`src/hw/pipe_trace_pkg.sv`:
```
//////////////////////////////////////////////////////////////////////
// Shared widths, vector types and stage index names for the
// pipeline trace unit
//////////////////////////////////////////////////////////////////////

package pipe_trace_pkg;

    // Widths
    localparam int TAG_W       = 6;            // 64 records, at most 5 in flight
    localparam int STAMP_W     = 16;           // Cycle stamps wrap
    localparam int PC_W        = 32;
    localparam int COUNT_W     = 16;
    localparam int NUM_STAGES  = 5;
    localparam int NUM_RECORDS = 2 ** TAG_W;   // One record per tag value

    // Vector types
    typedef logic [TAG_W-1:0]   tag_t;         // Instruction tag
    typedef logic [STAMP_W-1:0] stamp_t;       // Cycle number
    typedef logic [PC_W-1:0]    pc_t;          // Instruction address
    typedef logic [COUNT_W-1:0] count_t;       // Retired instruction count

    //////////////////////////////////////////////////////////////////////
    // Stage positions in the enter strobes and stamp fields
    //////////////////////////////////////////////////////////////////////
    localparam int ST_IF  = 0;
    localparam int ST_ID  = 1;
    localparam int ST_EX  = 2;
    localparam int ST_MEM = 3;
    localparam int ST_WB  = 4;

endpackage
```
`src/hw/stage_tracker.sv`:
```
//////////////////////////////////////////////////////////////////////
// Stage tracker: tag allocation and the five stage slots
// Slots advance, hold or take a bubble under stall and flush
//////////////////////////////////////////////////////////////////////

`timescale 1ns/1ps

module stage_tracker (
    input  logic                                   clk,
    input  logic                                   rst,
    input  logic                                   fetch_valid,  // Instruction offered
    input  logic                                   stall,
    input  logic                                   flush,
    output logic [pipe_trace_pkg::NUM_STAGES-1:0]  enter,        // Stage entered on this edge
    output pipe_trace_pkg::tag_t                   if_tag,
    output pipe_trace_pkg::tag_t                   id_tag,
    output pipe_trace_pkg::tag_t                   ex_tag,
    output pipe_trace_pkg::tag_t                   mem_tag,
    output pipe_trace_pkg::tag_t                   wb_tag,
    output logic                                   wb_valid      // WB slot occupied
);

    import pipe_trace_pkg::*;

    //////////////////////////////////////////////////////////////////////
    // Slot state
    //////////////////////////////////////////////////////////////////////
    logic [NUM_STAGES-1:0] vld_q;             // Valid bit per slot
    logic [NUM_STAGES-1:0] vld_n;
    tag_t                  tag_q [NUM_STAGES]; // Tag per slot
    tag_t                  tag_n [NUM_STAGES];
    tag_t                  next_tag_q;        // Tag for the next accepted fetch

    logic advance;                            // Front end moves this edge
    logic accept;                             // Fetch taken into IF

    assign advance = !flush && !stall;
    assign accept  = advance && fetch_valid;

    // Next-state slots
    always_comb begin
        vld_n = vld_q;
        tag_n = tag_q;

        // Back end always moves, whatever the front end does
        vld_n[ST_WB]  = vld_q[ST_MEM];
        tag_n[ST_WB]  = tag_q[ST_MEM];
        vld_n[ST_MEM] = vld_q[ST_EX];
        tag_n[ST_MEM] = tag_q[ST_EX];

        if (flush) begin
            vld_n[ST_IF] = 1'b0;              // Younger instructions dropped
            vld_n[ST_ID] = 1'b0;
            vld_n[ST_EX] = 1'b0;              // Bubble into EX
        end else if (stall) begin
            vld_n[ST_EX] = 1'b0;              // IF and ID hold, EX gets a bubble
        end else begin
            vld_n[ST_EX] = vld_q[ST_ID];
            tag_n[ST_EX] = tag_q[ST_ID];
            vld_n[ST_ID] = vld_q[ST_IF];
            tag_n[ST_ID] = tag_q[ST_IF];
            vld_n[ST_IF] = fetch_valid;       // Empty when nothing offered
            tag_n[ST_IF] = next_tag_q;
        end
    end

    //////////////////////////////////////////////////////////////////////
    // Enter strobes
    //////////////////////////////////////////////////////////////////////
    // A held IF or ID slot keeps its valid bit but must not re-enter,
    // so the front two strobes also need the advance condition
    always_comb begin
        enter         = vld_n;
        enter[ST_IF]  = vld_n[ST_IF] && advance;
        enter[ST_ID]  = vld_n[ST_ID] && advance;
    end

    // Slot registers
    always_ff @(posedge clk) begin
        if (rst) begin
            vld_q <= '0;
            for (int s = 0; s < NUM_STAGES; s++) begin
                tag_q[s] <= '0;
            end
        end else begin
            vld_q <= vld_n;
            tag_q <= tag_n;
        end
    end

    // Tag allocation, wraps modulo 64
    always_ff @(posedge clk) begin
        if (rst) begin
            next_tag_q <= '0;
        end else if (accept) begin
            next_tag_q <= next_tag_q + tag_t'(1);
        end
    end

    // Current occupants
    assign if_tag   = tag_q[ST_IF];
    assign id_tag   = tag_q[ST_ID];
    assign ex_tag   = tag_q[ST_EX];
    assign mem_tag  = tag_q[ST_MEM];
    assign wb_tag   = tag_q[ST_WB];
    assign wb_valid = vld_q[ST_WB];

endmodule

```
`config.mk`:
```
export PLATFORM = sky130hd
export DESIGN_NAME = stage_tracker
export DESIGN_NICKNAME = d
export VERILOG_FILES = /design/src/hw/pipe_trace_pkg.sv /design/src/hw/stage_tracker.sv
export SDC_FILE = /design/constraint.sdc
export NUM_CORES = 1
export LEC_CHECK = 0
export BUFFER_PORTS_ARGS = -buffer_cell sky130_fd_sc_hd__buf_2
export CAP_MARGIN = 0
export CORE_UTILIZATION = 49
export DETAILED_ROUTE_END_ITERATION = 8
export PLACE_DENSITY = 0.76
export SYNTH_ARGS = -nofsm -noshare
export SYNTH_HDL_FRONTEND = slang
export SYNTH_SLANG_ARGS = --single-unit
```
`constraint.sdc`:
```
create_clock -name clk -period 1.7 [get_ports clk]
set_input_delay 0.255 -clock clk [delete_from_list [all_inputs] [get_ports clk]]
set_output_delay 0.255 -clock clk [all_outputs]
set_load 0.05 [all_outputs]
```
# After elaboration in Yosys (flattened, before gate mapping)
# Index checks and enable logic that the tools add are counted.
# totals
ff_bits	41
latchBits	0
ramBits	0
mem_bits_ro	0
in_bits	5
output_inout_bits	36
elab_cells	20
memories	0
# classes
add_sub_neg	1
n_mul	0
n_div	0
order_cmp	0
eq_ne	0
n_shift	0
mux	3
bitwise	2
reduce_logical	7
# ops
cell	count
$add A6 B1 Y6 const B	1
$logic_and A1 B1 Y1	4
$mux W3	1
$logic_not A1 Y1	2
$mux W2	1
$not A1 Y1	2
$reduce_and A2 Y1	1
$mux W1	1

# Depth between registers and ports, before layout
# logic_depth
word_depth	3
mapped_depth	5
ltp_nobuf	4

# Least setup slack after synthesis
# No wires, ideal clock.
# synth_path
kind	input-to-reg
start	in stall
end	reg next_tag_q[1]
setup_time_ns	0.128
t_arrival_ns	1.945
t_required_ns	1.572
slack_ns	-0.372
cell_stages	3
path_buffers	0
path_cell_list	nor3b_1 -> mux2i_1 -> nor2_1
# synth_via
elab_chain_len	3
# synth_lines
element	line	rtl
start: declaration	stage_tracker.sv:12	input logic stall,
$logic_not A1 Y1	stage_tracker.sv:37	assign advance = !flush && !stall;
$logic_and A1 B1 Y1	stage_tracker.sv:37	
$logic_and A1 B1 Y1	stage_tracker.sv:38	assign accept = advance && fetch_valid;
end signal: assignment	stage_tracker.sv:96	next_tag_q <= next_tag_q + tag_t'(1);
end: declaration	stage_tracker.sv:32	tag_t next_tag_q;
# No other way between the ends.
# A chain may end at the register's enable or synchronous reset.

# Final worst setup path
# layout_path
start	reg next_tag_q[0]
end	reg next_tag_q[4]
# layout_via
elab_chain_len	1
# layout_lines
element	line
$add A6 B1 Y6	stage_tracker.sv:96
# No other way between the ends.

==> impl_results.md <==
- Arrival @ worst endpoint: 1.66 ns
- R2R setup slack: 0.31 ns
- Starting density of the core: 53.8%
- DRT Wirelength: 2510 um
- Worst hold margin: 0.159 ns
- Worst skew pair latency: about 0.34 ns
- Synth top area share: 58.9%
- Ant. Diodes: 0
- Synth Area per Inst: a little over 9 sq um
- Slowest CP cell: or4_1
- Clock tree from TritonCTS: built
- Share of the core filled with cells: 64.6%
- DR DRC count: 0
- Cell area after synthesis: ~1400 sq um
- Setup Skew: a little under 0.01 ns
- Req. time, crit path: 1.97 ns
- Antenna-violating nets left: 0
- Hold Crit Endpoint: vld_q[1]
- Clk buf depth: 2
- Final instance area: 1670 sq um
- CTS root buffer: clkbuf_4
- DIE HEIGHT: 55.3 um
- RSZ-0062 raised after global routing: no
- Leakage power: 0.724 nW
- Worst Tran Pin Value: 0.673 ns
- Most numerous cell in the Yosys netlist: dfxtp_1
- Nets: about 200
- CP cell instances: ha_1, nand2_1, or4_1, a21oi_1
- Synth cell count leaders: dfxtp_1 (41), nand2_1 (39), a21oi_1 (21)
- First DRT Iteration DRCs: 27
- Hold_buf cts: 0
- Post-synth net total: 158
- Max-slew violations: 0
- Ys async rst share: 0%
- Hold depth: 2
- First-pass GRT wire length: between 4000 and 5000 um
- Worst min path class: input pin to flip-flop
- GPL Wtd Cong: 0.774
- Kind of critical path: flip-flop to flip-flop
- Worst R2R End: next_tag_q[4]
- Area leader, netlist: dfxtp_1
- Buffers on Ports: 40
- Period Utilization, post-route: just over 80%
- R2R depth: 4
- Post-CTS sizing: 0
- DP HPWL: approximately 1700 um
- TritonCTS buffer count: 5
- Pwr Density: between 900 and 1000 nW/um^2
- Largest net degree at the start of global routing: 42
- Yosys reg bits: 41
- Post-synth cell types: 23
- Dpl cell area: 1600 sq um
- H-tree Lvls: 2
- Final setup margin: 0.308 ns
- Slew HR: 55.1%
- Vias in the first global route: 981
- Hold path start: flush
- First-pass DRT Iterations: 4
- Clock transition at path regs: ~0.1 ns
- Core region area: ~2600 sq um
- EDFF count, synth: 0
- DP Worst Slack: roughly 0.25 ns
- Mapped Cells: 152
- DR WL/cell: about 11 um
- Sink Count: between 40 and 50
- FP Rows: 18
- Reg2reg start: next_tag_q[0]
- Share of cells above drive strength 1: 26.8%
- CP Max Fanout: 4
- Max Freq: roughly 0.7 GHz
- # IOs: just over 40
- DR vias: between 1000 and 1500
- Max cap viols: 0
- Post-CTS Setup Bufs: 0
- IR drop worst, VDD: 0.772 mV
- Worst setup SP type: flip-flop
- Total of warnings raised by yosys: 0
- CP max stage delay: 0.49 ns
- CP endpoint kind: flip-flop
- Ys flop type: dfxtp_1
- Status: completed
- Remaining Overflow, GRT: 0
- Global Route Usage Sum: 17.5%
- TNS Setup: 0 ns
- Vias/cell: 5.02
- Area contributors post-synth: dfxtp_1 (59%), nand2_1 (11%), a21oi_1 (7.5%)
- Fin crit period: 1.39 ns
- Fin. Hold Viols: 0
- Post-synthesis sequential area ratio: between 50% and 60%
- Final Setup Violations: 0
- Fillers: 229
- Initial antenna violation count: 0
- P&R area growth vs syn: 20.0%
- Die ar.: 3060 sq um
- Die W: approximately 55 um
[worst max-delay path by stage]
stage                       start       endpoint  depth (start not counted)
floorplan                   stall       enter[1]                          4
global placement            stall  next_tag_q[3]                          5
detailed placement          stall  next_tag_q[3]                          5
CTS                 next_tag_q[0]  next_tag_q[4]                          4
global route        next_tag_q[0]  next_tag_q[4]                          4
finish              next_tag_q[0]  next_tag_q[4]                          4
[flip-flops by register name (all words and copies together) (netlist names)]
register / cells
mem_tag: 6
next_tag_q: 6
wb_tag: 6
id_tag: 6
ex_tag: 6
if_tag: 6
vld_q: 5
[layout by cell type, fill, tap and decap left out]
cell type and instances:
or3_1 1, nor4bb_1 1, buf_2 40, clkbuf_4 5, dfxtp_1 41, a21oi_1 21
bufinv_16 1, or4_1 2, nand4_1 1, nor3b_2 1, nor3_1 2, o31ai_1 2
nor2b_1 15, clkinv_2 1, nor2_1 4, ha_1 1, buf_4 3, nand2_1 39
or2_1 1, o21ai_0 1, xnor2_1 2, mux2i_1 3, and2_1 2
[kinds of logic (layout without fill, tap and decap cells)]
| logic type | count (synthesis) | in the layout | synth area share [%] |
|---|---|---|---|
| buffers and inverters | 12 | 50 | 4.22 |
| multiplexers | 3 | 3 | 2.15 |
| AND/OR/NAND/NOR | 69 | 69 | 23.6 |
| XOR/XNOR | 2 | 2 | 1.26 |
| adder cells (fa/ha/maj) | 1 | 1 | 0.898 |
| flip-flops | 41 | 41 | 58.9 |
| AO/OA/AOI/OAI | 24 | 24 | 8.98 |
[critical path, delay by kind of cell, from the launching register on]
| kind | cells | cell delay (ns) |
|---|---|---|
| AO/OA/AOI/OAI | 1 | 0.16 |
| flip-flops | 1 | 0.42 |
| AND/OR/NAND/NOR | 2 | 0.56 |
| adder cells (fa/ha/maj) | 1 | 0.19 |
[stage by stage]
stage	cells	total power (W)
after detailed placement	213	0.00105
final	220	0.00162
after global placement	213	0.00105
after floorplan	152	0.00103
after CTS	220	0.00163
after global routing	220	0.00167
[final cells by class]
cell class                      count  area, sq um  area share (%)
Sequential cell                    41          821            49.1
Multi-Input combinational cell     99          519            31.0
Timing Repair Buffer               43          223            13.3
Clock inverter                      2         35.0            2.09
Tap cell                           30         37.5            2.24
Clock buffer                        5         37.5            2.24
[per-layer routing]
| layer | share of wire (%) | GRT usage, % |
|---|---|---|
| met1 | 45 | 19.0 |
| met3 | 6.1 | 7.49 |
| met4 | 1.3 | 6.07 |
| met5 | 0 | 0 |
| met2 | 48 | 30.1 |
[power by group]
| part | internal [W] | switching [W] | leakage, nW |
|---|---|---|---|
| sequential | 0.000964 | 0.00000358 | 0.330 |
| combinational | 0.0000171 | 0.0000467 | 0.353 |
| clock | 0.000299 | 0.000285 | 0.0410 |
| total | 0.00128 | 0.000335 | 0.724 |
No activity file was read; power rests on OpenSTA's default activity.
