**src/hw/pipe_trace_pkg.sv**
```systemverilog
//////////////////////////////////////////////////////////////////////
// Shared widths, vector types and stage index names for the
// pipeline trace unit
//////////////////////////////////////////////////////////////////////

package pipe_trace_pkg;

    // Widths
    localparam int TAG_W       = 6;            // 64 records, at most 5 in flight
    localparam int STAMP_W     = 16;           // Cycle stamps wrap
    localparam int PC_W        = 32;
    localparam int COUNT_W     = 16;
    localparam int NUM_STAGES  = 5;
    localparam int NUM_RECORDS = 2 ** TAG_W;   // One record per tag value

    // Vector types
    typedef logic [TAG_W-1:0]   tag_t;         // Instruction tag
    typedef logic [STAMP_W-1:0] stamp_t;       // Cycle number
    typedef logic [PC_W-1:0]    pc_t;          // Instruction address
    typedef logic [COUNT_W-1:0] count_t;       // Retired instruction count

    //////////////////////////////////////////////////////////////////////
    // Stage positions in the enter strobes and stamp fields
    //////////////////////////////////////////////////////////////////////
    localparam int ST_IF  = 0;
    localparam int ST_ID  = 1;
    localparam int ST_EX  = 2;
    localparam int ST_MEM = 3;
    localparam int ST_WB  = 4;

endpackage
```
**src/hw/retire_unit.sv**
```systemverilog
//////////////////////////////////////////////////////////////////////
// Retire unit: registers the WB instruction's record, latency
// and a running retire count
//////////////////////////////////////////////////////////////////////

`timescale 1ns/1ps

module retire_unit (
    input  logic                   clk,
    input  logic                   rst,
    input  logic                   wb_valid,          // WB slot occupied
    input  pipe_trace_pkg::tag_t   wb_tag,
    input  pipe_trace_pkg::pc_t    rd_pc,             // Record of rd_tag
    input  pipe_trace_pkg::stamp_t rd_if_stamp,
    input  pipe_trace_pkg::stamp_t rd_id_stamp,
    input  pipe_trace_pkg::stamp_t rd_ex_stamp,
    input  pipe_trace_pkg::stamp_t rd_mem_stamp,
    input  pipe_trace_pkg::stamp_t rd_wb_stamp,
    output pipe_trace_pkg::tag_t   rd_tag,
    output logic                   retire_valid,      // One pulse per instruction
    output pipe_trace_pkg::tag_t   retire_tag,
    output pipe_trace_pkg::pc_t    retire_pc,
    output pipe_trace_pkg::stamp_t retire_if_stamp,
    output pipe_trace_pkg::stamp_t retire_id_stamp,
    output pipe_trace_pkg::stamp_t retire_ex_stamp,
    output pipe_trace_pkg::stamp_t retire_mem_stamp,
    output pipe_trace_pkg::stamp_t retire_wb_stamp,
    output pipe_trace_pkg::stamp_t retire_latency,    // WB minus IF stamp
    output pipe_trace_pkg::count_t retire_count
);

    import pipe_trace_pkg::*;

    assign rd_tag = wb_tag;                           // Look up the WB occupant

    // Strobe and count
    always_ff @(posedge clk) begin
        if (rst) begin
            retire_valid <= 1'b0;
            retire_count <= '0;
        end else begin
            retire_valid <= wb_valid;                 // WB held for one cycle only
            if (wb_valid) begin
                retire_count <= retire_count + count_t'(1);
            end
        end
    end

    //////////////////////////////////////////////////////////////////////
    // Record capture
    //////////////////////////////////////////////////////////////////////
    always_ff @(posedge clk) begin
        if (wb_valid) begin
            retire_tag       <= wb_tag;
            retire_pc        <= rd_pc;
            retire_if_stamp  <= rd_if_stamp;
            retire_id_stamp  <= rd_id_stamp;
            retire_ex_stamp  <= rd_ex_stamp;
            retire_mem_stamp <= rd_mem_stamp;
            retire_wb_stamp  <= rd_wb_stamp;
            // Wraps with the stamps, 4 when nothing stalled
            retire_latency   <= stamp_t'(rd_wb_stamp - rd_if_stamp);
        end
    end

endmodule

```
**config.mk**
```make
export PLATFORM = sky130hd
export DESIGN_NAME = retire_unit
export DESIGN_NICKNAME = d
export VERILOG_FILES = /design/src/hw/pipe_trace_pkg.sv /design/src/hw/retire_unit.sv
export SDC_FILE = /design/constraint.sdc
export NUM_CORES = 1
export LEC_CHECK = 0
export BUFFER_PORTS_ARGS = -buffer_cell sky130_fd_sc_hd__clkbuf_2
export CAP_MARGIN = 15
export CORE_MARGIN = 5
export CORE_UTILIZATION = 49
export DETAILED_ROUTE_END_ITERATION = 16
export GPL_TIMING_DRIVEN = 0
export HOLD_SLACK_MARGIN = 0.03
export PLACE_DENSITY = 0.89
export SLEW_MARGIN = 10
export SYNTH_ARGS = -nofsm -noshare
export SYNTH_HDL_FRONTEND = slang
export SYNTH_SLANG_ARGS = --single-unit
```
**constraint.sdc**
```tcl
create_clock -name clk -period 3.2 [get_ports clk]
set_input_delay 0.16 -clock clk [delete_from_list [all_inputs] [get_ports clk]]
set_output_delay 0.16 -clock clk [all_outputs]
set_load 0.01 [all_outputs]
```
# [After elaboration in Yosys (flattened, before gate mapping)]
# Index checks and enable logic that the tools add are counted.
[word_totals] regBits=151 latch_bits=0 ramBits=0 romBits=0 in_bits=121 out_inout_bits=157 word_cells=12 memories=0
[classes] addsub=2 n_mul=0 div=0 order_cmp=0 eq_ne=0 shifts=0 mux=0 bitwise_logic=0 n_reduce_logical=0
[op_table] op="$add A16 B1 Y16 const B" n=1
[op_table] op="$sub A16 B16 Y16" n=1

# [Logic depth before layout (Yosys ltp)]
[logic_depth] depth_word=1 mapped_depth=8 mapped_depth_nobuf=8

# [Worst setup path before layout]
# Ideal clock, no wire load.
[synth_timing] kind="in2reg" startpoint="input port rd_wb_stamp[0]" endpoint="register retire_latency[12] (data pin)" setup_time_ps=259 arrival_ps=1548 required_ps=2941 slack_ps=1393 path_stages=8 n_path_buf=0 path_cell_list="inv_1 -> ha_1 -> fa_1 -> nor2b_1 -> o211ai_1 -> a21oi_1 -> a31oi_1 -> xnor2_1"
[synth_via] elab_chain_len=1
[synth_rtl] item="start, declared" line="retire_unit.sv:18" rtl="input pipe_trace_pkg::stamp_t rd_wb_stamp,"
[synth_rtl] item="$sub A16 B16 Y16" line="retire_unit.sv:62" rtl="retire_latency <= stamp_t'(rd_wb_stamp - rd_if_stamp);"
[synth_rtl] item="end signal, assigned" line="retire_unit.sv:62"
[synth_rtl] item="end, declared" line="retire_unit.sv:28" rtl="output pipe_trace_pkg::stamp_t retire_latency,"
# Every way passes these cells.
# A chain may end at the register's enable or synchronous reset.

# [Worst setup path after layout]
# Same ends and word-level chain as after synthesis.

==> summary.txt <==
Layout
  – Nets: around 880
  – Core utilization of the finished layout: 81.5%
  – Share of final-layout standard cells stronger than drive strength 1: a little over two fifths
  – Signed area change from the synthesized netlist to the final layout: 61.4%

Setup path
  – Worst setup SP type: input port
  – Largest stage delay, worst path: roughly 0.54 ns
  – FF-to-FF Start: retire_count[0]
  – Combined buffer and inverter count along the critical path: 3
  – Endpoint of the worst-slack reg-to-reg timing path: retire_count[14]
  – Worst Path Max Fanout: 5
  – Worst setup path category: in -> reg
  – Nature of the critical path endpoint: register
  – Crit-path leading delay family: buffers and inverters
  – List of cells traversed by the critical path: dlygate4sd3_1, clkbuf_2, inv_1, ha_1, fa_1, nor2b_1, o211ai_1, a21oi_1, a31oi_1, xnor2_1
  – Arrival time reported for the critical path endpoint: ~2.5 ns
  – Endpoint required time on the critical path: 3.35 ns
  – R2R cell count: 6
  – Worst reg2reg setup slack: ~1.7 ns
  – Max stage delay cell, worst path: sky130_fd_sc_hd__dlygate4sd3_1

Clock network
  – Buffer depth of the longest clock path: 2
  – Total clock sinks: around 150
  – Number of levels the H-tree was split into: 4
  – Setup bufs post-CTS: 0
  – CTS root buf: sky130_fd_sc_hd__clkbuf_16
  – Clock buffer count from CTS: 17
  – Clock-pin slew on the worst setup and hold paths: ~0.060 ns
  – Post-CTS resize count: 0
  – Clock tree from TritonCTS: built
  – Worst-skew pair later-pin latency: around 0.41 ns

Synthesis
  – Leading cell types by count after synthesis: sky130_fd_sc_hd__edfxtp_1 (134), sky130_fd_sc_hd__nor2_1 (23), sky130_fd_sc_hd__inv_1 (20)
  – Synthesized area divided by synthesized cell count: roughly 17 sq um
  – Synthesized area: ~0.0055 sq mm
  – Proportion of synthesized chip area in sequential cells: around four fifths
  – Most frequently used flop master after synthesis: sky130_fd_sc_hd__edfxtp_1
  – Area share of the largest cell type after synthesis: between 70% and 80%
  – Ranking of synthesized cells by area: sky130_fd_sc_hd__edfxtp_1 (73%), sky130_fd_sc_hd__dfxtp_1 (6.1%), sky130_fd_sc_hd__ha_1 (3.6%)
  – Synthesis-stage register bit count: roughly 150
  – Count of mapped cells out of synthesis: between 300 and 400
  – Syn nets: around 470
  – Warnings, synthesis: 0
  – Most instantiated library cell after synthesis: sky130_fd_sc_hd__edfxtp_1
  – Async SR Flop Fraction: 0%
  – Cell accounting for the most synthesized area: sky130_fd_sc_hd__edfxtp_1
  – Yosys cell types: a little over 40
  – EDFF count, synth: roughly 130

Floorplanning
  – Starting density of the core: around half
  – Area enclosed by the die boundary: between 0.01 and 0.015 sq mm
  – Core area: 0.0110 sq mm
  – Height of the chip: 116 um
  – Die width: 116 um
  – Row cnt: 38
  – I/O pin total: ~280

Timing
  – Max Transition Viols Final: 0
  – Hold WS: 0.0784 ns
  – Worst slew slack as a fraction of its limit: 62.0%
  – Final worst path period share: between 70% and 80%
  – Setup repair after global routing missed its margin: no
  – Number of failing setup endpoints in the final timing report: 0
  – Transition time of the tightest slew-check pin: 0.569 ns
  – Worst clock skew: between 0.006 and 0.007 ns
  – Highest achievable clock rate: about 0.42 GHz
  – Number of hold-slack violations in the final timing report: 0
  – Final Critical Period: around 2.4 ns

Placement
  – Final Wtd Congestion: around 0.8
  – Count of buffers from port buffering: ~280
  – Final HPWL DP: approximately 11 mm

Worst hold path
  – Cell depth of the worst min-delay path: 2
  – Hold/Removal Path Class: in -> reg
  – Hold worst-path end: retire_count[2]
  – Min-delay src: rst

GRT
  – Met3 GRT Util: 8.13%
  – Antenna violations before repair: 1
  – GR Util met1: a little over a quarter
  – Routing usage on met2: 47.3%
  – First-pass GRT wire length: ~26 mm
  – Global routing's busiest layer: met2
  – Maximum number of pins on one net before global-route repair: 121
  – GRT Residual Overflow: 0
  – Total global-route track usage: a little over a quarter
  – Vias in the first global route: approximately 4700

Route
  – Via count: 4516
  – Ratio of routed vias to standard cells: around 5.0
  – Post-detailed-route DRC marker count: 0
  – Number of DRC violations after detailed-routing iteration 0: 373
  – Post-detailed-route wirelength per cell: about 20 um
  – ANT nets after route: 0
  – Total wire length: ~18 mm
  – Iteration count of the initial detailed-routing pass: 5

Pwr
  – Power density normalized to cell area: 584 mW/mm^2
  – P_leak: between 0.003 and 0.004 uW
  – Maximum VDD drop: roughly 0.57 mV

Job
  – Max Cap Viol: 0

Outcome
  – Run status: complete, no violations
## worst max-delay path by stage
stage	end	slack [ns]	cells after the start	from
2_1_floorplan	retire_latency[12]	1.39	8	rd_wb_stamp[0]
3_3_place_gp	retire_count[15]	-0.66	7	wb_valid
3_5_place_dp	retire_latency[12]	1.04	8	rd_if_stamp[0]
4_1_cts	retire_latency[12]	0.90	9	rd_if_stamp[0]
5_1_grt	retire_latency[12]	0.75	10	rd_wb_stamp[0]
6_report	retire_latency[12]	0.85	10	rd_wb_stamp[0]
## placed cells by master, fill, tap and decap left out, types with 2 or more instances in the layout
master | Yosys | layout
sky130_fd_sc_hd__nand4_1 | 6 | 6
sky130_fd_sc_hd__nand2b_1 | 3 | 3
sky130_fd_sc_hd__nand2_1 | 11 | 11
sky130_fd_sc_hd__nor2b_1 | 2 | 2
sky130_fd_sc_hd__nor2_1 | 23 | 23
sky130_fd_sc_hd__edfxtp_1 | 134 | 134
sky130_fd_sc_hd__o211ai_1 | 2 | 2
sky130_fd_sc_hd__mux2i_1 | 3 | 3
sky130_fd_sc_hd__inv_1 | 20 | 20
sky130_fd_sc_hd__and3_1 | 6 | 6
sky130_fd_sc_hd__a21oi_1 | 16 | 16
sky130_fd_sc_hd__ha_1 | 16 | 16
sky130_fd_sc_hd__bufinv_16 | 0 | 5
sky130_fd_sc_hd__clkbuf_16 | 0 | 17
sky130_fd_sc_hd__nand3_1 | 4 | 4
sky130_fd_sc_hd__xnor2_1 | 14 | 14
sky130_fd_sc_hd__clkinvlp_4 | 0 | 2
sky130_fd_sc_hd__a31oi_1 | 3 | 3
sky130_fd_sc_hd__dfxtp_1 | 17 | 17
sky130_fd_sc_hd__clkinv_2 | 0 | 4
sky130_fd_sc_hd__clkbuf_2 | 0 | 275
sky130_fd_sc_hd__nor3_1 | 2 | 2
sky130_fd_sc_hd__o21ai_1 | 4 | 4
sky130_fd_sc_hd__buf_4 | 6 | 6
sky130_fd_sc_hd__xor2_1 | 12 | 12
sky130_fd_sc_hd__dlygate4sd3_1 | 0 | 118
sky130_fd_sc_hd__o21ai_0 | 4 | 4
sky130_fd_sc_hd__clkbuf_1 | 4 | 4
## through the flow
step	cells	cell area [sq um]	power, uW	worst slack [ns]	TNS (ns)
CTS	897	8950	5210	0.895	0
detailed placement	748	7140	2980	1.04	0
floorplan	331	5550	2650	1.39	0
global placement	747	7100	2950	-0.659	-5.44
finish	898	8950	5230	0.845	0
global route	898	8950	5410	0.751	0
## sequential cells by signal, indices dropped and copies added, names as in the netlist
signal and count:
retire_ex_stamp 16, retire_if_stamp 16, retire_pc 32, retire_wb_stamp 16, retire_mem_stamp 16, retire_valid 1
retire_tag 6, retire_count 16, retire_id_stamp 16, retire_latency 16
## report_power, final
group / switching (uW) / leakage [uW] / internal (uW)
sequential: 58.3 / 0.00145 / 2330
combinational: 366 / 0.00222 / 328
clock: 771 / 0.000306 / 1370
## area by class of cell
class	instances	area (sq um)
plain buffers	11	65.1
well taps	140	175
repair buffers	395	2600
clock buffers	17	425
diodes	1	2.50
flip-flops and latches	151	4360
inverters	20	75.1
clock inverters	14	206
multi-input cells	149	1040
fillers	583	2030
## logic make-up after synthesis
family / synth area share [%]
buffers and inverters: 2.53
adder cells (fa/ha/maj): 3.97
AND/OR/NAND/NOR: 5.48
AO/OA/AOI/OAI: 4.69
multiplexers: 0.541
flip-flops: 78.7
XOR/XNOR: 4.11
## metal layers
metal | part of all wire, % | wire length (um)
met1 | 33 | 5970
met2 | 53 | 9490
met3 | 8.8 | 1580
met4 | 4.8 | 854
met5 | 0 | 0
## what timing repair did
item,CTS,global route
endpoints found under the hold margin,118,0
hold buffers,118,0
endpoints found under the setup margin,0,0
Power figures use the tool's default switching activity.
